$ cat config.mk
export PLATFORM = sky130hd
export DESIGN_NAME = stim_load_port
export DESIGN_NICKNAME = d
export VERILOG_FILES = /design/src/source/stim_pkg.sv /design/src/source/stim_load_port.sv
export SDC_FILE = /design/constraint.sdc
export NUM_CORES = 1
export LEC_CHECK = 0
export ABC_AREA = 1
export ABC_CLOCK_PERIOD_IN_PS = 1300
export BUFFER_PORTS_ARGS = -buffer_cell sky130_fd_sc_hd__buf_4
export CAP_MARGIN = 20
export CORE_MARGIN = 8
export CORE_UTILIZATION = 28
export CTS_CLUSTER_SIZE = 10
export DETAILED_ROUTE_END_ITERATION = 10
export GPL_TIMING_DRIVEN = 0
export HOLD_SLACK_MARGIN = 0.12
export PLACE_DENSITY = 0.76
export SLEW_MARGIN = 10
export SYNTH_ARGS = -nofsm -noshare
export SYNTH_HDL_FRONTEND = slang
export SYNTH_SLANG_ARGS = --single-unit
$ cat constraint.sdc
create_clock -name ext_clk -period 1.3 [get_ports ext_clk]
set_input_delay 0.26 -clock ext_clk [delete_from_list [all_inputs] [get_ports ext_clk]]
set_output_delay 0.26 -clock ext_clk [all_outputs]
set_load 0.01 [all_outputs]
$ cat src/source/stim_pkg.sv
// Control word is fixed at 8 bits with the live flag in bit 0 and the pause length in bits 7 to 1
package stim_pkg;

   //########################################
   // Control word layout
   //########################################
   localparam int CTRL_W    = 8;                  // Bits per control word
   localparam int LIVE_BIT  = 0;                  // Set on every real entry
   localparam int PAUSE_LSB = 1;                  // Pause field starts here
   localparam int PAUSE_W   = CTRL_W - PAUSE_LSB; // 7 pause bits

   // Raw control word as stored in the table
   typedef logic [CTRL_W-1:0] ctrl_t;

   // Idle cycles inserted after a beat
   typedef logic [PAUSE_W-1:0] pause_t;

   //########################################
   // Top level defaults
   //########################################
   localparam int DEFAULT_PW    = 64;  // Payload bits
   localparam int DEFAULT_DEPTH = 256; // Table entries

   //########################################
   // Replay FSM
   //########################################
   typedef enum logic [1:0] {
      STIM_IDLE   = 2'b00, // Waiting for go
      STIM_ACTIVE = 2'b01, // Offering the current entry
      STIM_PAUSE  = 2'b10, // Counting idle cycles
      STIM_DONE   = 2'b11  // End marker reached
   } stim_state_t;

endpackage : stim_pkg

$ cat src/source/stim_load_port.sv
// Table is written once per reset and writes beyond DEPTH entries are dropped and flagged
`timescale 1ns/1ps

module stim_load_port #(
   parameter int  DEPTH = stim_pkg::DEFAULT_DEPTH,           // Table entries
   parameter int  PW    = stim_pkg::DEFAULT_PW,              // Payload bits
   localparam int AW    = (DEPTH > 1) ? $clog2(DEPTH) : 1,   // Address bits
   localparam int EW    = PW + stim_pkg::CTRL_W              // Entry bits
) (
   input  logic          ext_clk,       // Host write clock
   input  logic          nreset,        // Async reset
   input  logic          load,          // Load window from host
   input  logic          ext_valid,     // Entry strobe from host
   input  logic [EW-1:0] ext_entry,     // Payload over control word
   output logic          wr_en,         // RAM write strobe
   output logic [AW-1:0] wr_addr,       // RAM write slot
   output logic [EW-1:0] wr_entry,      // RAM write data
   output logic          load_overflow  // Sticky until reset
);

   typedef logic [AW-1:0] addr_t;

   localparam addr_t LAST_ADDR = addr_t'(DEPTH - 1);

   addr_t addr_q;   // Next free slot
   logic  full_q;   // Every slot has been written
   logic  attempt;  // Host is trying to write

   //########################################
   // Write gating
   //########################################
   assign attempt  = load & ext_valid;
   assign wr_en    = attempt & ~full_q; // Dropped once full
   assign wr_addr  = addr_q;
   assign wr_entry = ext_entry;         // Stored as given

   //########################################
   // Address counter
   //########################################
   always_ff @(posedge ext_clk or negedge nreset) begin
      if (!nreset) begin
         addr_q <= '0;
         full_q <= 1'b0;
      end else if (wr_en) begin
         if (addr_q == LAST_ADDR) begin
            full_q <= 1'b1;             // Address parks on last slot
         end else begin
            addr_q <= addr_q + 1'b1;
         end
      end
   end

   // Overflow flag
   always_ff @(posedge ext_clk or negedge nreset) begin
      if (!nreset) begin
         load_overflow <= 1'b0;
      end else if (attempt & full_q) begin
         load_overflow <= 1'b1;         // Write lost past end of table
      end
   end

   //########################################
   // Checks
   //########################################
   wr_in_range: assert property (@(posedge ext_clk) disable iff (!nreset)
      wr_en |-> (wr_addr <= LAST_ADDR));

endmodule : stim_load_port

==> results of run 1 <==
## routing by layer
metal / share of wire / wire [µm] / GRT usage
met1: 0.31 / 1097 / 0.08946
met2: 0.55 / 1931 / 0.1897
met3: 0.14 / 482 / 0.05923
met4: 0.0076 / 27 / 0.03519
met5: 0 / 0 / 0
## final cells by class
| class | instances | area (µm²) |
|---|---|---|
| Sequential cell | 10 | 251.5 |
| Inverter | 7 | 28.78 |
| Buffer | 72 | 540.5 |
| Multi-Input combinational cell | 50 | 281.5 |
| Tap cell | 48 | 60.06 |
| Fill cell | 359 | 1800 |
| Timing Repair Buffer | 89 | 670.6 |
| Clock buffer | 4 | 55.05 |
## worst min-delay path, delay by kind of cell
kind,cells,cell delay [ns]
and+or+nand+nor,1,0.09
buffers and inverters,1,0.07
AOI/OAI and AO/OA,1,0.13
## cell families (layout without fill, tap and decap cells)
group | Yosys count | after routing | share of synthesized area
AOI/OAI and AO/OA | 5 | 5 | 0.02541
and+or+nand+nor | 41 | 41 | 0.1824
DFF | 10 | 10 | 0.2309
adders and majority gates | 1 | 1 | 0.01155
xor gates and xnor gates | 3 | 3 | 0.02425
buffers and inverters | 79 | 172 | 0.5254
## report_power, final
part | internal [mW] | switching, mW | total, mW
Combinational | 0.279 | 0.142 | 0.421
Sequential | 0.312 | 0.0000000334 | 0.312
Clock | 0.267 | 0.132 | 0.399
Total | 0.858 | 0.273 | 1.13
## flip-flops by register name (all words and copies together) (netlist names)
register and cells:
wr_addr 8, full_q 1, load_overflow 1
## stage by stage
| step | TNS (ns) | std cells | util | setup slack, ns | hold WS [ns] |
|---|---|---|---|---|---|
| 2_1_floorplan | 0 | 139 | - | 0.04243 | -0.03559 |
| 3_3_place_gp | -0.09767 | 272 | 0.4830 | -0.02385 | 0.09730 |
| 3_5_place_dp | -0.1988 | 272 | 0.4830 | -0.05349 | 0.1002 |
| 4_1_cts | 0 | 278 | 0.5034 | 0.01633 | 0.3647 |
| 5_1_grt | 0 | 280 | 0.5119 | 0.01073 | 0.3736 |
| 6_report | 0 | 280 | 0.5119 | 0.06991 | 0.3575 |
## cells in the final DEF (no fill, tap or decap)
cell,synthesis,layout
dfrtp_1,10,9
nor2_2,3,2
clkbuf_8,0,4
nand2_4,1,1
dlygate4sd3_1,0,1
xor2_1,1,1
nand2_2,3,3
nand3b_1,1,1
ha_4,0,1
nor2_1,3,3
o21ai_0,4,4
inv_1,6,6
buf_4,72,160
o21bai_1,1,1
inv_4,1,1
xnor2_1,2,2
nand2_1,26,26
dfrtp_2,0,1
nor2_4,2,3
nand3_1,2,2
## worst max-delay path by stage
stage	startpoint	end	slack, ns	depth (start not counted)
detailed placement	wr_addr[0]	wr_addr[3]	-0.05	8
CTS	wr_addr[1]	wr_addr[3]	0.02	8
global route	wr_addr[1]	wr_addr[2]	0.01	7
finish	full_q	wr_en	0.07	2
global placement	wr_addr[0]	wr_addr[3]	-0.02	8
floorplan	wr_addr[0]	wr_addr[3]	0.04	8
## timing repair
item	in CTS	in global routing
buffers inserted	1	2
resized for setup	1	3
hold buffers	1	0
pin swaps	0	2
hold endpoints to repair	10	0
endpoints found under the setup margin	5	6
==> metrics.txt, run 1 <==
status=complete, no violations; Post-Route WL=3538 µm; initial antenna violation count=0; Pre-antenna DRT Iters=4; vias=1078; min-delay src=ext_valid; buffers added on ports=85; Synth async-reset ratio=1.000; CP Cell Sequence=nor2_4 -> buf_4; H-tree Lvls=1; DP Area=0.001782 mm²; fin. max-slew vios=0; DPL Wire Length=3149 µm; slew margin rel.=0.8554; Final setup viols=0; Post-synth EDFFs=0; Top FF cell, synth=dfrtp_1; Chip Height=78.21 µm; Final Hold Viols=0; R2R Path Start=wr_addr[0]; clock sink total=10; fin area=0.001888 mm²; core area=0.003689 mm²; critical path arrival=0.97 ns; Max Freq=0.8130 GHz; pin count of the biggest net entering global routing=11; global-route wire length before repair=5278 µm; WP data required=1.04 ns; slowest cell delay on critical path=0.40 ns; IR drop worst, VDD=317.9 µV; #FFs+latches synth=10; post-route ant nets=0; fin crit share=0.9462; CTS tree=built; Initial Utilization=0.2938; Yosys top cell area share=0.4988; sequential-to-total area share from yosys stat=0.2309; minimum clock period=1.230 ns; global route overflow=0; FF-to-FF End=wr_addr[3]; vias in the first global route=1218; total power=1.131 mW; crit-path max FO=4; GP Congestion=0.7742; Area Overhead vs Synth=74.25%; antenna cell count=0; Worst Tran Pin Value=0.2170 ns; Tot GR Track Use=0.1023; cells after synthesis=139; worst-case clock skew=0.005635 ns; die width=78.21 µm; drt wl/cell=12.64 µm; clk root buf=clkbuf_8; Clock Path Buffers=2; FP Rows=22; PwrDens=599.1 mW/mm²; Reg2Reg Depth=8; RSZ-0062 raised after global routing=no; most common cell in the synthesized netlist=buf_4; via/cell ratio=3.850; most area-hungry cell type in the Yosys netlist=buf_4; max_cap viols=0; crit end category=output port; Synth Cell Area=0.001084 mm²; CTS buffer count=3; nets=310; Post-Syn Nets=216; Crit path buffers/inverters=1; CP max-delay cell=dfrtp_1; Worst Setup Start Kind=flip-flop; worst hold path type=primary input to flip-flop; die area=0.006116 mm²; Mean Syn Cell Area=7.795 µm²; Distinct cells, synth=17; r2r setup slk=0.10 ns; Crit Path Class=flip-flop to output port; DRT iter0 DRCs=7; Hold Path Cell Cnt=3; layout cell share with drive strength beyond 1=0.7586; I/O Pins=158; Post-synth top cells=buf_4 (72), nand2_1 (26), dfrtp_1 (10); clk_lat worst skew=0.24 ns; Remaining DRCs=0; clk slew on worst S/H paths=0.05 ns; Synth area leaders=buf_4 (50%), dfrtp_1 (23%), nand2_1 (9.0%), inv_1 (2.1%), nor2_4 (2.1%); Hold Path Sink=load_overflow; delay-heaviest family, CP=flip-flops; Yosys Warn Count=0; leakage=1.061 nW
Power figures use the tool's default switching activity.
==> run 2, diff against run 1 <==
Settings changed: CELL_PAD_IN_SITES_DETAIL_PLACEMENT set to 2, CELL_PAD_IN_SITES_GLOBAL_PLACEMENT set to 2, CORE_UTILIZATION 28 to 12, PLACE_DENSITY 0.76 to 0.89.
==> metrics.txt, run 2 (same netlist as run 1, synthesis figures left out) <==
status=complete, no violations; via/cell ratio=3.425 (-11%); Tot GR Track Use=0.06742 (-0.03483); clk_lat worst skew=0.23 ns (about the same); Worst Tran Pin Value=0.1703 ns (-0.04667 ns); WP data required=1.04 ns (about the same); Util after Layout=0.2260 (-0.2859); worst-case clock skew=0.001077 ns (-0.004558 ns); fin. max-slew vios=0 (unchanged); clock sink total=10 (unchanged); layout cell share with drive strength beyond 1=0.7879 (+0.02926); worst hold path type=primary input to async pin; clk root buf=clkbuf_8; DRT iter0 DRCs=6 (-1); Chip Height=111.0 µm (+42%); vias=1161 (+7.7%); global-route wire length before repair=6741 µm (+28%); Post-Route WL=4500 µm (+27%); crit-path max FO=4 (unchanged); CTS tree=built; Final setup viols=0 (unchanged); I/O Pins=158 (unchanged); Clock Path Buffers=2 (unchanged); leakage=1.064 nW (+0.28%); minimum clock period=1.243 ns (+0.01258 ns); Pre-antenna DRT Iters=2 (-2); Area Overhead vs Synth=81.87%; post-route ant nets=0 (unchanged); core area=0.008721 mm² (+140%); biggest regs=wr_addr x8, full_q x1, load_overflow x1; FP Rows=34 (+55%); vias in the first global route=1397 (+15%); buffers added on ports=85 (unchanged); Max Freq=0.8047 GHz (-1.0%); GP Congestion=0.6762 (-13%); Final Hold Viols=0 (unchanged); most frequent cells in the layout=buf_4 (160), nand2_1 (22), nand2_2 (6), inv_1 (6), dfrtp_1 (6); final-layout fill cell count=1028 (+190%); drt wl/cell=13.27 µm (+5.1%); Remaining DRCs=0 (unchanged); commonest non-fill, non-tap cell in the layout=buf_4; pin count of the biggest net entering global routing=11 (unchanged); max FFs per register=8 (unchanged); die area=0.01233 mm² (+100%); antenna cell count=0 (unchanged); critical path arrival=0.98 ns (about the same); nets=310 (unchanged); max_cap viols=0 (unchanged); fin worst setup slack=0.05733 ns (-0.01258 ns); PwrDens=538.2 mW/mm² (-10%); H-tree Lvls=1 (unchanged); clk slew on worst S/H paths=0.05 ns (about the same); Worst Setup Start Kind=flip-flop; global route overflow=0 (unchanged); die width=111.0 µm (+42%); DPL Wire Length=4077 µm (+29%); crit end category=output port; IR drop worst, VDD=181.8 µV (-43%); CTS buffer count=3 (unchanged); slew margin rel.=0.8862 (+0.03084); Crit Path Class=flip-flop to output port; fin crit share=0.9559 (+0.009678); initial antenna violation count=0 (unchanged); Biggest register=wr_addr; dpl ws=-0.1065 ns (-0.05297 ns); Fin Hold WS=0.3851 ns (+0.02756 ns); Initial Utilization=0.1242 (-0.1695)
==> run 2: timing repair <==
action | CTS | global route
setup buffers | 0 | 3
endpoints found under the hold margin | 10 | 0
resized for setup | 4 | 9
setup endpoints to repair | 6 | 6
hold buffers | 1 | 0
pin swaps | 0 | 6
==> run 2: area by class of cell <==
cell class	count	area (µm²)	share of cell area
timing repair buffer	89	670.6	0.3403
buffer	72	540.5	0.2743
sequential	10	255.2	0.1295
multi-input combinational	50	296.5	0.1505
clock buffer	3	41.29	0.02095
inverter	7	31.28	0.01587
tap	108	135.1	0.06857
==> run 2: path summary, 6_finish.rpt <==
path | slack, ns | endpoint | cells after the start | startpoint
worst max-delay path | 0.06 | wr_en | 2 | full_q
worst min-delay path | 0.39 | wr_addr[7] | 2 | nreset
worst max register to register | 0.06 | wr_addr[3] | 8 | wr_addr[0]
worst min register to register | 0.49 | load_overflow | 1 | load_overflow
max in group asynchronous | 0.75 | wr_addr[3] | 2 | nreset
min in group ext_clk | 0.39 | load_overflow | 3 | ext_valid
==> run 2: routing by layer <==
metal / GRT usage / part of all wire
met1: 0.05230 / 0.28
met2: 0.1244 / 0.53
met3: 0.04275 / 0.16
met4: 0.03733 / 0.020
met5: 0 / 0
==> run 2: critical path: stages, from the launching register on <==
cell,delay (ns)
dfrtp_1,0.41
nor2_4,0.19
buf_4,0.15
==> run 2: where the power goes <==
group	leakage [nW]	total [mW]	internal [mW]	switching (mW)
logic	0.925	0.426	0.280	0.147
clock network	0.0216	0.322	0.203	0.120
registers	0.117	0.312	0.312	0.0000000343
==> run 2: stage by stage <==
stage	area [µm²]	instances	TNS [ns]	total power, mW
floorplan	1084	139	0	0.5473
finish	1971	339	0	1.061
global placement	1857	332	-0.2843	0.7402
CTS	1923	336	0	1.090
detailed placement	1857	332	-0.4963	0.7515
global route	1971	339	-0.07615	1.119
