==> src/source/stim_pkg.sv <==
// Control word is fixed at 8 bits with the live flag in bit 0 and the pause length in bits 7 to 1
package stim_pkg;

   //########################################
   // Control word layout
   //########################################
   localparam int CTRL_W    = 8;                  // Bits per control word
   localparam int LIVE_BIT  = 0;                  // Set on every real entry
   localparam int PAUSE_LSB = 1;                  // Pause field starts here
   localparam int PAUSE_W   = CTRL_W - PAUSE_LSB; // 7 pause bits

   // Raw control word as stored in the table
   typedef logic [CTRL_W-1:0] ctrl_t;

   // Idle cycles inserted after a beat
   typedef logic [PAUSE_W-1:0] pause_t;

   //########################################
   // Top level defaults
   //########################################
   localparam int DEFAULT_PW    = 64;  // Payload bits
   localparam int DEFAULT_DEPTH = 256; // Table entries

   //########################################
   // Replay FSM
   //########################################
   typedef enum logic [1:0] {
      STIM_IDLE   = 2'b00, // Waiting for go
      STIM_ACTIVE = 2'b01, // Offering the current entry
      STIM_PAUSE  = 2'b10, // Counting idle cycles
      STIM_DONE   = 2'b11  // End marker reached
   } stim_state_t;

endpackage : stim_pkg

==> src/source/stim_sequencer.sv <==
// Replays the table once per reset after go and the table must not be written during replay
`timescale 1ns/1ps

module stim_sequencer #(
   parameter int  DEPTH = stim_pkg::DEFAULT_DEPTH,           // Table entries
   parameter int  PW    = stim_pkg::DEFAULT_PW,              // Payload bits
   localparam int AW    = (DEPTH > 1) ? $clog2(DEPTH) : 1,   // Address bits
   localparam int EW    = PW + stim_pkg::CTRL_W              // Entry bits
) (
   input  logic          dut_clk,      // DUT clock
   input  logic          nreset,       // Async reset
   input  logic          go,           // Start level, async
   input  logic          dut_ready,    // DUT accepts a beat
   input  logic [EW-1:0] rd_entry,     // Entry at current address
   output logic [AW-1:0] rd_addr,      // Next read address
   output logic          stim_valid,   // Packet offered
   output logic [PW-1:0] stim_packet,  // Payload of current entry
   output logic          stim_done     // Table finished
);

   import stim_pkg::*;

   typedef logic [AW-1:0] addr_t;

   localparam addr_t LAST_ADDR = addr_t'(DEPTH - 1);

   logic [1:0]  go_sync_q;    // Two flop synchronizer
   logic        go_s;         // go in dut_clk domain
   stim_state_t state_q;      // FSM state
   stim_state_t state_nxt;
   addr_t       addr_q;       // Address of entry on rd_entry
   addr_t       addr_nxt;
   pause_t      pause_q;      // Idle cycles left
   pause_t      entry_pause;  // Pause field of current entry
   ctrl_t       ctrl;         // Control word of current entry
   logic        live;         // Current entry is not the end marker
   logic        beat;         // Handshake this cycle
   logic        pause_end;    // Last idle cycle

   //########################################
   // go synchronizer
   //########################################
   always_ff @(posedge dut_clk or negedge nreset) begin
      if (!nreset) begin
         go_sync_q <= 2'b00;
      end else begin
         go_sync_q <= {go_sync_q[0], go};
      end
   end

   assign go_s = go_sync_q[1];

   //########################################
   // Entry decode
   //########################################
   assign ctrl        = rd_entry[CTRL_W-1:0];
   assign live        = ctrl[LIVE_BIT];
   assign entry_pause = ctrl[CTRL_W-1:PAUSE_LSB];
   assign stim_packet = rd_entry[EW-1:CTRL_W]; // Control word stripped

   // Handshake
   // End marker is never offered, so valid also needs live
   assign stim_valid = (state_q == STIM_ACTIVE) & live;
   assign stim_done  = (state_q == STIM_DONE);
   assign beat       = stim_valid & dut_ready;
   assign pause_end  = (state_q == STIM_PAUSE) & (pause_q == pause_t'(1));

   //########################################
   // Read address
   //########################################
   // Moves only on a beat so a stalled packet holds
   always_comb begin
      addr_nxt = addr_q;
      if (beat) begin
         addr_nxt = (addr_q == LAST_ADDR) ? '0 : addr_q + 1'b1; // Wraps
      end
   end

   assign rd_addr = addr_nxt;  // RAM registers this, matching addr_q

   always_ff @(posedge dut_clk or negedge nreset) begin
      if (!nreset) begin
         addr_q <= '0;
      end else begin
         addr_q <= addr_nxt;
      end
   end

   //########################################
   // Replay FSM
   //########################################
   always_comb begin
      state_nxt = state_q;
      case (state_q)
         STIM_IDLE: begin
            if (go_s) begin
               state_nxt = live ? STIM_ACTIVE : STIM_DONE; // Empty table
            end
         end
         STIM_ACTIVE: begin
            if (!live) begin
               state_nxt = STIM_DONE;   // End marker after a beat
            end else if (beat && (entry_pause != '0)) begin
               state_nxt = STIM_PAUSE;
            end
         end
         STIM_PAUSE: begin
            if (pause_end) begin
               state_nxt = live ? STIM_ACTIVE : STIM_DONE;
            end
         end
         STIM_DONE: begin
            state_nxt = STIM_DONE;      // Held until reset
         end
         default: begin
            state_nxt = STIM_IDLE;
         end
      endcase
   end

   always_ff @(posedge dut_clk or negedge nreset) begin
      if (!nreset) begin
         state_q <= STIM_IDLE;
      end else begin
         state_q <= state_nxt;
      end
   end

   //########################################
   // Pause counter
   //########################################
   // Loaded on the beat, so p idle cycles follow it
   always_ff @(posedge dut_clk or negedge nreset) begin
      if (!nreset) begin
         pause_q <= '0;
      end else if (beat) begin
         pause_q <= entry_pause;
      end else if (state_q == STIM_PAUSE) begin
         pause_q <= pause_q - 1'b1;     // Reaches 0 on leaving PAUSE
      end
   end

   //########################################
   // Checks
   //########################################
   // Stalled packet must not change, and the RAM read path must hold too
   packet_hold: assert property (@(posedge dut_clk) disable iff (!nreset)
      (stim_valid && !dut_ready) |=> (stim_valid && $stable(stim_packet)));

endmodule : stim_sequencer

==> config.mk <==
export PLATFORM = sky130hd
export DESIGN_NAME = stim_sequencer
export DESIGN_NICKNAME = d
export VERILOG_FILES = /design/src/source/stim_pkg.sv /design/src/source/stim_sequencer.sv
export SDC_FILE = /design/constraint.sdc
export NUM_CORES = 1
export LEC_CHECK = 0
export BUFFER_PORTS_ARGS = -buffer_cell sky130_fd_sc_hd__buf_2
export CORE_MARGIN = 5
export CORE_UTILIZATION = 38
export DETAILED_ROUTE_END_ITERATION = 10
export PLACE_DENSITY_LB_ADDON = 0.2
export SLEW_MARGIN = 30
export SYNTH_ARGS = -nofsm -noshare
export SYNTH_HDL_FRONTEND = slang
export SYNTH_SLANG_ARGS = --single-unit
==> constraint.sdc <==
create_clock -name dut_clk -period 2.41 [get_ports dut_clk]
set_clock_uncertainty 0.15 [all_clocks]
set_input_delay 0.3615 -clock dut_clk [delete_from_list [all_inputs] [get_ports dut_clk]]
set_output_delay 0.3615 -clock dut_clk [all_outputs]
set_load 0.02 [all_outputs]
==> impl_results.md, run 1 <==
- Status: finished clean
- Synth cell types: 36
- Req. time, crit path: 1.90 ns
- Register area share after synthesis: 32.42%
- Cell count after synthesis: 164
- Antenna Cells: 0
- WL per Instance: 15.38 microns
- Nets: 207
- Initial Util: 39.76%
- Syn Area/Cell: 8.942 sq um
- Fillers: 413
- Static Leak: 0.5809 nW
- TritonCTS clock tree: yes
- Power, Total: 935.9 uW
- Worst reg2reg path depth: 5
- Max cap viols: 0
- Post-DR vias/cell: 5.177
- Power density of the placed cells: 770.4 nW/um^2
- Clock Pin Slew Worst Setup and Hold Paths: 0.08 ns
- Remaining global-route overflow: 0
- Most frequent cell after synthesis: buf_4
- Total track usage: 10.89%
- Hold_ws: 0.04612 ns
- Synth Cell Area: 1466 sq um
- Number of CTS-inserted buffers: 3
- Synth top area cells: buf_4 33%, dfrtp_1 32%, nand2_1 3.8%
- CP Data Arrival Time: 1.73 ns
- CP startpoint kind: flop
- Final WS setup: 0.1683 ns
- Die height: 72.12 microns
- GP Congestion: 0.7375
- Synth cell count leaders: 64 x buf_4, 19 x dfrtp_1, 15 x nand2_1
- Root Buffer Master: clkbuf_8
- RSZ-0062 raised after global routing: false
- Finished Cell Area: 1215 sq um
- Most used DFF post-synth: dfrtp_1
- Placed Instance Area: 1142 sq um
- Pre-CTS setup slack: 0.3406 ns
- Crit end category: output port
- Final Hold Viols: 0
- Worst IR Drop VDD: 195.8 uV
- Placement row count: 22
- PortBufs: 21
- Layout cells sized above 1: 24.41%
- Final Slew Violations: 0
- Die area: 5201 sq um
- Largest net degree at the start of global routing: 20
- Antenna viol nets, final: 0
- WL final: 2691 microns
- Yosys warnings: 0
- DRC: 0
- Hold Crit Depth: 1
- Critical path fanouts, max: 9
- Post-synth net total: 243
- CTS Buffer Depth: 2
- Die Width: 72.12 microns
- Worst Tran Pin Value: 0.4432 ns
- Clock insertion delay at the later pin of the skew report: 0.27 ns
- HP Class: in2reg
- # setup viols final: 0
- Fin crit period: 2.242 ns
- Kind of critical path: reg2out
- Area delta synth->final: -17.15%
- DP HPWL: 2018 microns
- Post-synth top area cell: buf_4
- Top Ports: 150
- Seq cells post-synth: 19
- Initial antenna violation count: 0
- CTS Sinks: 19
- Vias in the first global route: 901
- Post-synth EDFFs: 0
- Asr flop ratio synth: 100.0%
- Fin crit share: 93.02%
- H-Tree Depth: 1
- Setup TNS: 0 ns
- Max frequency: 0.4461 GHz
- Core area: 3689 sq um
- First-pass DRT Iterations: 4
- Max transition margin: 70.45%
- Global-route wire length before repair: 4333 microns
- DR iter-0 viols: 35
- Top cell type's share of synthesized area: 32.76%
- Vias post-DR: 906
-- timing repair --
action	in CTS	in global routing
hold buffers	1	0
setup endpoints to repair	0	2
buffers inserted	0	2
endpoints found under the hold margin	19	0
resized for setup	0	1
-- cell usage in the layout, fill, tap and decap left out, drive strengths merged, types with 2 or more instances in the layout --
master  netlist  routed
dfrtp        19      19
a21oi         5       5
clkbuf        1       3
o21ai         3       3
a31oi         2       2
nor2         11      11
nand3         4       4
buf          65      24
nand2        15      15
ha            3       3
xnor2         3       3
inv           4       4
xor2          4       4
nand4         2       2
nor4          3       3
a221o         2       2
-- state kept, by name, summed over array words and instances (netlist names) --
signal	flops
addr_q	8
pause_q	7
go_sync_q	2
state_q	2
-- report_power, final --
part | internal, mW | total (mW) | switching [mW]
Clock | 0.115 | 0.231 | 0.116
Combinational | 0.117 | 0.244 | 0.127
Sequential | 0.382 | 0.461 | 0.0786
-- metal layers --
metal | routed length (microns) | track usage (%)
met1 | 1091 | 11.67
met4 | 138 | 8.142
met3 | 305 | 5.125
met2 | 1155 | 16.58
met5 | 0 | 0
-- path summary, 6_finish.rpt --
path / start / endpoint / slack [ns]
max: state_q[1] / rd_addr[6] / 0.17
max in group asynchronous: nreset / pause_q[4] / 1.37
min in group asynchronous: nreset / pause_q[3] / 0.43
min reg2reg: go_sync_q[0] / go_sync_q[1] / 0.21
max reg2reg: state_q[1] / pause_q[1] / 0.67
min: go / go_sync_q[0] / 0.05
-- kinds of logic after synthesis --
kind of cell | Yosys count | share of synthesized area [%]
multiplexers | 1 | 0.6826
adder cells (fa/ha/maj) | 3 | 2.560
flip-flops | 19 | 32.42
AND/OR/NAND/NOR | 47 | 17.58
AO/OA/AOI/OAI | 17 | 7.679
XOR/XNOR | 7 | 4.181
buffers and inverters | 70 | 34.90
-- area by class of cell --
class | count | area, sq um | area share (%)
timing repair buffer | 25 | 137.6 | 11.33
clock buffer | 3 | 41.29 | 3.399
inverter | 4 | 15.01 | 1.236
sequential | 19 | 475.5 | 39.13
multi-input combinational | 75 | 480.5 | 39.55
tap | 48 | 60.06 | 4.943
clock inverter | 1 | 5.005 | 0.4119
-- through the flow --
| stage | util [%] | cells |
|---|---|---|
| after floorplan | - | 164 |
| after global placement | 30.97 | 168 |
| after detailed placement | 30.97 | 168 |
| after CTS | 32.50 | 173 |
| after global routing | 32.94 | 175 |
| final | 32.94 | 175 |
-- worst max-delay path, stage by stage, from the launching register on --
cell	delay (ns)
dfrtp_1	0.44
and4b_2	0.37
nand3_1	0.13
nor2_1	0.14
xor2_1	0.18
buf_2	0.19
(Power assumes the default switching activity.)
==> inputs of run 2 (changes only) <==
--- a/config.mk
+++ b/config.mk
@@ -5,7 +5,7 @@
 export SDC_FILE = /design/constraint.sdc
 export NUM_CORES = 1
 export LEC_CHECK = 0
-export BUFFER_PORTS_ARGS = -buffer_cell sky130_fd_sc_hd__buf_2
+export BUFFER_PORTS_ARGS = -buffer_cell sky130_fd_sc_hd__buf_4
 export CORE_MARGIN = 5
 export CORE_UTILIZATION = 38
 export DETAILED_ROUTE_END_ITERATION = 10
==> run 2 against run 1 <==
Die area unchanged. Non-clock buffer count decreased by 2. Critical path type unchanged. Sequential power about the same. Wire length increased by 0.15%. Final area increased by 3.0%. Critical endpoint unchanged. Sequential cell count unchanged. Largest cell class unchanged. Clock power decreased by 2%.
==> impl_results.md, run 2 (synthesized netlist as in run 1, its figures left out) <==
- Nets: 205
- Remaining global-route overflow: 0
- First-pass DRT Iterations: 2
- Vias in the first global route: 921
- Vias post-DR: 909
- CTS Buffer Depth: 2
- Max cap viols: 0
- Buffers & Inverters on Critical Path: 1
- TritonCTS clock tree: yes
- Initial antenna violation count: 0
- Worst IR Drop VDD: 257.1 uV
- Root Buffer Master: clkbuf_8
- GP Congestion: 0.7528
- Slowest cell on crit path: dfrtp_1
- CP startpoint kind: flop
- Static Leak: 0.5776 nW
- Commonest non-fill, non-tap cell in the layout: buf_4
- Total track usage: 10.64%
- Antenna Cells: 0
- Crit end category: output port
- Most frequent cells in the layout: 22 x buf_4, 19 x dfrtp_1, 15 x nand2_1
- DR iter-0 viols: 42
- Status: finished clean
- Die area: 5201 sq um
- Placed Instance Area: 1195 sq um
- PortBufs: 21
- # setup viols final: 0
- RR Endpoint: pause_q[1]
- CTS Sinks: 19
- Number of CTS-inserted buffers: 3
- DRC: 0
- DP HPWL: 2047 microns
- Setup TNS: 0 ns
- Top Ports: 150
- Worst path max stage delay: 0.45 ns
- Hold Crit Depth: 1
- Hold wc startpoint: go
- Postcts setup bufs: 0
- Global-route wire length before repair: 4305 microns
- Antenna viol nets, final: 0
- Layout cells sized above 1: 22.40%
- Worst Tran Pin Value: 0.3696 ns
- HP Class: in2reg
- CP Data Arrival Time: 1.77 ns
- Largest register FFs: 8
- Fillers: 389
- WL final: 2695 microns
- Final Hold Viols: 0
- Die Width: 72.12 microns
- Kind of critical path: reg2out
- Largest Register: addr_q
- Die height: 72.12 microns
- Clock Pin Slew Worst Setup and Hold Paths: 0.07 ns
- Req. time, crit path: 1.90 ns
- Clock insertion delay at the later pin of the skew report: 0.26 ns
- Hold Path End: go_sync_q[0]
- Power density of the placed cells: 759.4 nW/um^2
- CP top delay family: simple AND/OR/NAND/NOR gates
- Fin crit period: 2.278 ns
- Critical path fanouts, max: 9
- Max frequency: 0.4389 GHz
- Area delta synth->final: -14.68%
- Critical-path cell list: and4b_2 > nand3_1 > nor2_1 > xor2_1 > buf_4
- Biggest regs: addr_q (8), pause_q (7)
- Reg2Reg Setup Slack: 0.71 ns
- Placement row count: 22
- Worst reg2reg path depth: 4
- Largest net degree at the start of global routing: 20
- WL per Instance: 15.58 microns
- Hold_ws: 0.05834 ns
- Final Slew Violations: 0
- Finished Cell Area: 1251 sq um
- Worst r2r src: state_q[1]
- RSZ-0062 raised after global routing: false
- Fin crit share: 94.53%
- Initial Util: 39.76%
- H-Tree Depth: 1
- Post-DR vias/cell: 5.254
- Max transition margin: 75.23%
- Core area: 3689 sq um
==> run 2: changes by cell type in the layout (fill, tap and decap cells not counted), sizes merged <==
cell / delta
buf: -2
clkbuf: +1
clkinv: -1
==> run 2: per-stage QoR <==
stage	utilization, %	power [mW]	cells	worst slack [ns]
3_3_place_gp	32.39	0.7180	168	0.4064
4_1_cts	33.89	0.9611	173	0.05760
5_1_grt	33.92	1.014	173	0.004399
2_1_floorplan	-	0.7929	164	0.4333
3_5_place_dp	32.39	0.7254	168	0.3742
6_report	33.92	0.9501	173	0.1318
==> run 2: area by class of cell <==
cell class | count | area, sq um | area share [%]
multi-input combinational | 75 | 480.5 | 38.40
tap | 48 | 60.06 | 4.800
inverter | 4 | 15.01 | 1.200
timing repair buffer | 23 | 175.2 | 14.00
clock buffer | 4 | 45.04 | 3.600
sequential | 19 | 475.5 | 38.00
==> run 2: metal layers <==
metal  track usage [%]  wire (microns)  part of all wire, %  up-vias
met5                 0               0                    0        -
met4             6.889             123                  4.6        0
met3             5.263             276                   10       28
met2             16.28            1204                   45       40
met1             11.61            1091                   40      436
li1                  -               -                    -      405
==> run 2: report_power, final <==
group          switching [mW]  internal, mW  leakage, nW
Clock                   0.109         0.118       0.0228
Sequential             0.0815         0.382        0.238
Combinational           0.133         0.127        0.317
Total                   0.323         0.627        0.578
==> run 2: worst max path at each step <==
stage                     startpoint         end  slack, ns  depth (start not counted)
after floorplan           state_q[1]  rd_addr[4]       0.43                          5
after global placement    state_q[1]  rd_addr[6]       0.41                          5
after detailed placement  state_q[1]  rd_addr[6]       0.37                          5
after CTS                 state_q[1]  rd_addr[6]       0.06                          5
after global routing      state_q[1]  rd_addr[6]      0.004                          5
final                     state_q[1]  rd_addr[6]       0.13                          5
==> run 2: what timing repair did <==
item | CTS | global route
hold endpoints to repair | 19 | 0
setup endpoints to repair | 0 | 1
resized for setup | 0 | 1
hold buffers | 1 | 0
==> inputs of run 3 (changes only) <==
--- a/config.mk
+++ b/config.mk
@@ -5,10 +5,11 @@
 export SDC_FILE = /design/constraint.sdc
 export NUM_CORES = 1
 export LEC_CHECK = 0
-export BUFFER_PORTS_ARGS = -buffer_cell sky130_fd_sc_hd__buf_4
-export CORE_MARGIN = 5
-export CORE_UTILIZATION = 38
+export CAP_MARGIN = 20
+export CORE_AREA = 5 5 55 57
 export DETAILED_ROUTE_END_ITERATION = 10
+export DIE_AREA = 0 0 60 62
+export DONT_BUFFER_PORTS = 1
 export PLACE_DENSITY_LB_ADDON = 0.2
 export SLEW_MARGIN = 30
 export SYNTH_ARGS = -nofsm -noshare
==> run 3 against run 2 <==
Register-to-register slack worse by 0.04 ns. Utilization up 13 points. Clock-buffer cell count down 1. Non-clock buffer count fell by 10. Combinational power shrank 9.2%. Sequential power barely moved. Fmax fell by 0.64%. Sequential cell count stayed put. Via count shrank 4.0%. Sequential share of layout area increased by 3.7 points. Wire length shrank 2.2%. Largest cell class unchanged.
==> impl_results.md, run 3 (synthesized netlist as in run 1, its figures left out) <==
- DP HPWL: 2003 microns
- Multi-input logic area: 480.5 sq um
- DR iter-0 viols: 15
- Largest register FFs: 8
- CP Data Arrival Time: 1.78 ns
- H-Tree Depth: 1
- Global-route wire length before repair: 3933 microns
- Final Slew Violations: 0
- Antenna viol nets, final: 0
- CTS Sinks: 19
- Number of CTS-inserted buffers: 3
- DRC: 0
- Commonest non-fill, non-tap cell in the layout: dfrtp_1
- WL final: 2636 microns
- CTS Buffer Depth: 2
- Die Width: 60 microns
- WL per Instance: 18.18 microns
- First-pass DRT Iterations: 4
- Placed Instance Area: 1045 sq um
- Core area: 2432 sq um
- Fillers: 246
- Worst IR Drop VDD: 547.0 uV
- Root Buffer Master: clkbuf_4
- Crit end category: output port
- Fin crit share: 95.13%
- Cells after DPL: 133
- Largest net degree at the start of global routing: 20
- Register area: 476.7 sq um
- Layout cells sized above 1: 14.78%
- Finished Cell Area: 1142 sq um
- Post-DR vias/cell: 6.021
- Setup TNS: 0 ns
- CP startpoint kind: flop
- Slowest cell on crit path: dfrtp_2
- Critical path fanouts, max: 7
- Largest Register: addr_q
- RSZ-0062 raised after global routing: false
- Status: finished clean
- Critical-path cell list: and4b_2 > nand3_1 > nor2_1 > xor2_1 > buf_4
- Biggest regs: addr_q (8), pause_q (7)
- Top Ports: 150
- Die height: 62 microns
- Final WS setup: 0.1172 ns
- Worst Tran Pin Value: 0.6672 ns
- Final Hold Viols: 0
- Clock Pin Slew Worst Setup and Hold Paths: 0.11 ns
- Power density of the placed cells: 758.3 nW/um^2
- Final Util: 46.97%
- Nets: 195
- GP Congestion: 0.8488
- Worst reg2reg path depth: 3
- Placement row count: 18
- Max frequency: 0.4362 GHz
- Die area: 3720 sq um
- Req. time, crit path: 1.90 ns
- PortBufs: 0
- Hold Crit Depth: 2
- Max transition margin: 55.43%
- Non-filler instance count after layout: 145
- TritonCTS clock tree: yes
- Initial antenna violation count: 0
- Antenna Cells: 0
- Area delta synth->final: -22.10%
- Worst path max stage delay: 0.45 ns
- Initial Util: 60.29%
- Fin crit period: 2.293 ns
- Total track usage: 14.28%
- Kind of critical path: reg2out
- Static Leak: 0.5195 nW
- Pre-CTS setup slack: 0.3580 ns
- Most frequent cells in the layout: 18 x dfrtp_1, 15 x nand2_1, 11 x nor2_1
- # setup viols final: 0
- Remaining global-route overflow: 0
- Max cap viols: 0
- Vias in the first global route: 863
- Clock insertion delay at the later pin of the skew report: 0.31 ns
- Vias post-DR: 873
- HP Class: in2reg
==> run 3: what timing repair did <==
action | CTS | global route
pin swaps | 0 | 1
hold buffers | 3 | 2
hold endpoints to repair | 21 | 20
setup buffers | 0 | 3
resized for setup | 1 | 1
setup endpoints to repair | 1 | 3
==> run 3: critical path: cells and delay by family (launching register included) <==
kind	cells	cell delay (ns)
buf+inv	1	0.17
simple gates	3	0.65
flops	1	0.45
xor+xnor	1	0.20
==> run 3: per-layer routing <==
metal	vias up	global-route usage, %	part of all wire [%]
met3	27	8.678	14
li1	390	-	-
met2	60	22.84	44
met4	0	6.329	4.1
met5	-	0	0
met1	396	15.14	38
==> run 3: through the flow <==
step	total power, mW	hold WS, ns
after floorplan	0.7929	-0.08409
after global placement	0.6861	-0.08335
after detailed placement	0.6930	-0.08326
after CTS	0.8738	0.003512
after global routing	0.9283	0.01373
final	0.8662	0.01737
==> run 3: final timing paths <==
kind | from | to | slack [ns]
max in group asynchronous | nreset | state_q[1] | 1.41
worst max register to register | state_q[1] | addr_q[4] | 0.67
min in group asynchronous | nreset | addr_q[7] | 0.37
worst min register to register | go_sync_q[0] | go_sync_q[1] | 0.23
worst max-delay path | state_q[1] | rd_addr[6] | 0.12
worst min-delay path | rd_entry[5] | pause_q[4] | 0.02
==> run 3: power breakdown <==
group | switching, mW | leakage, nW | internal (mW)
combinational | 0.126 | 0.264 | 0.110
clock | 0.105 | 0.0177 | 0.0621
sequential | 0.0806 | 0.237 | 0.382
==> run 3: final cells by class <==
cell class	instances	share of cell area (%)
Multi-Input combinational cell	75	42.06
Timing Repair Buffer	13	9.200
Tap cell	30	3.286
Sequential cell	19	41.73
Inverter	4	1.314
Clock buffer	3	1.972
Clock inverter	1	0.4381
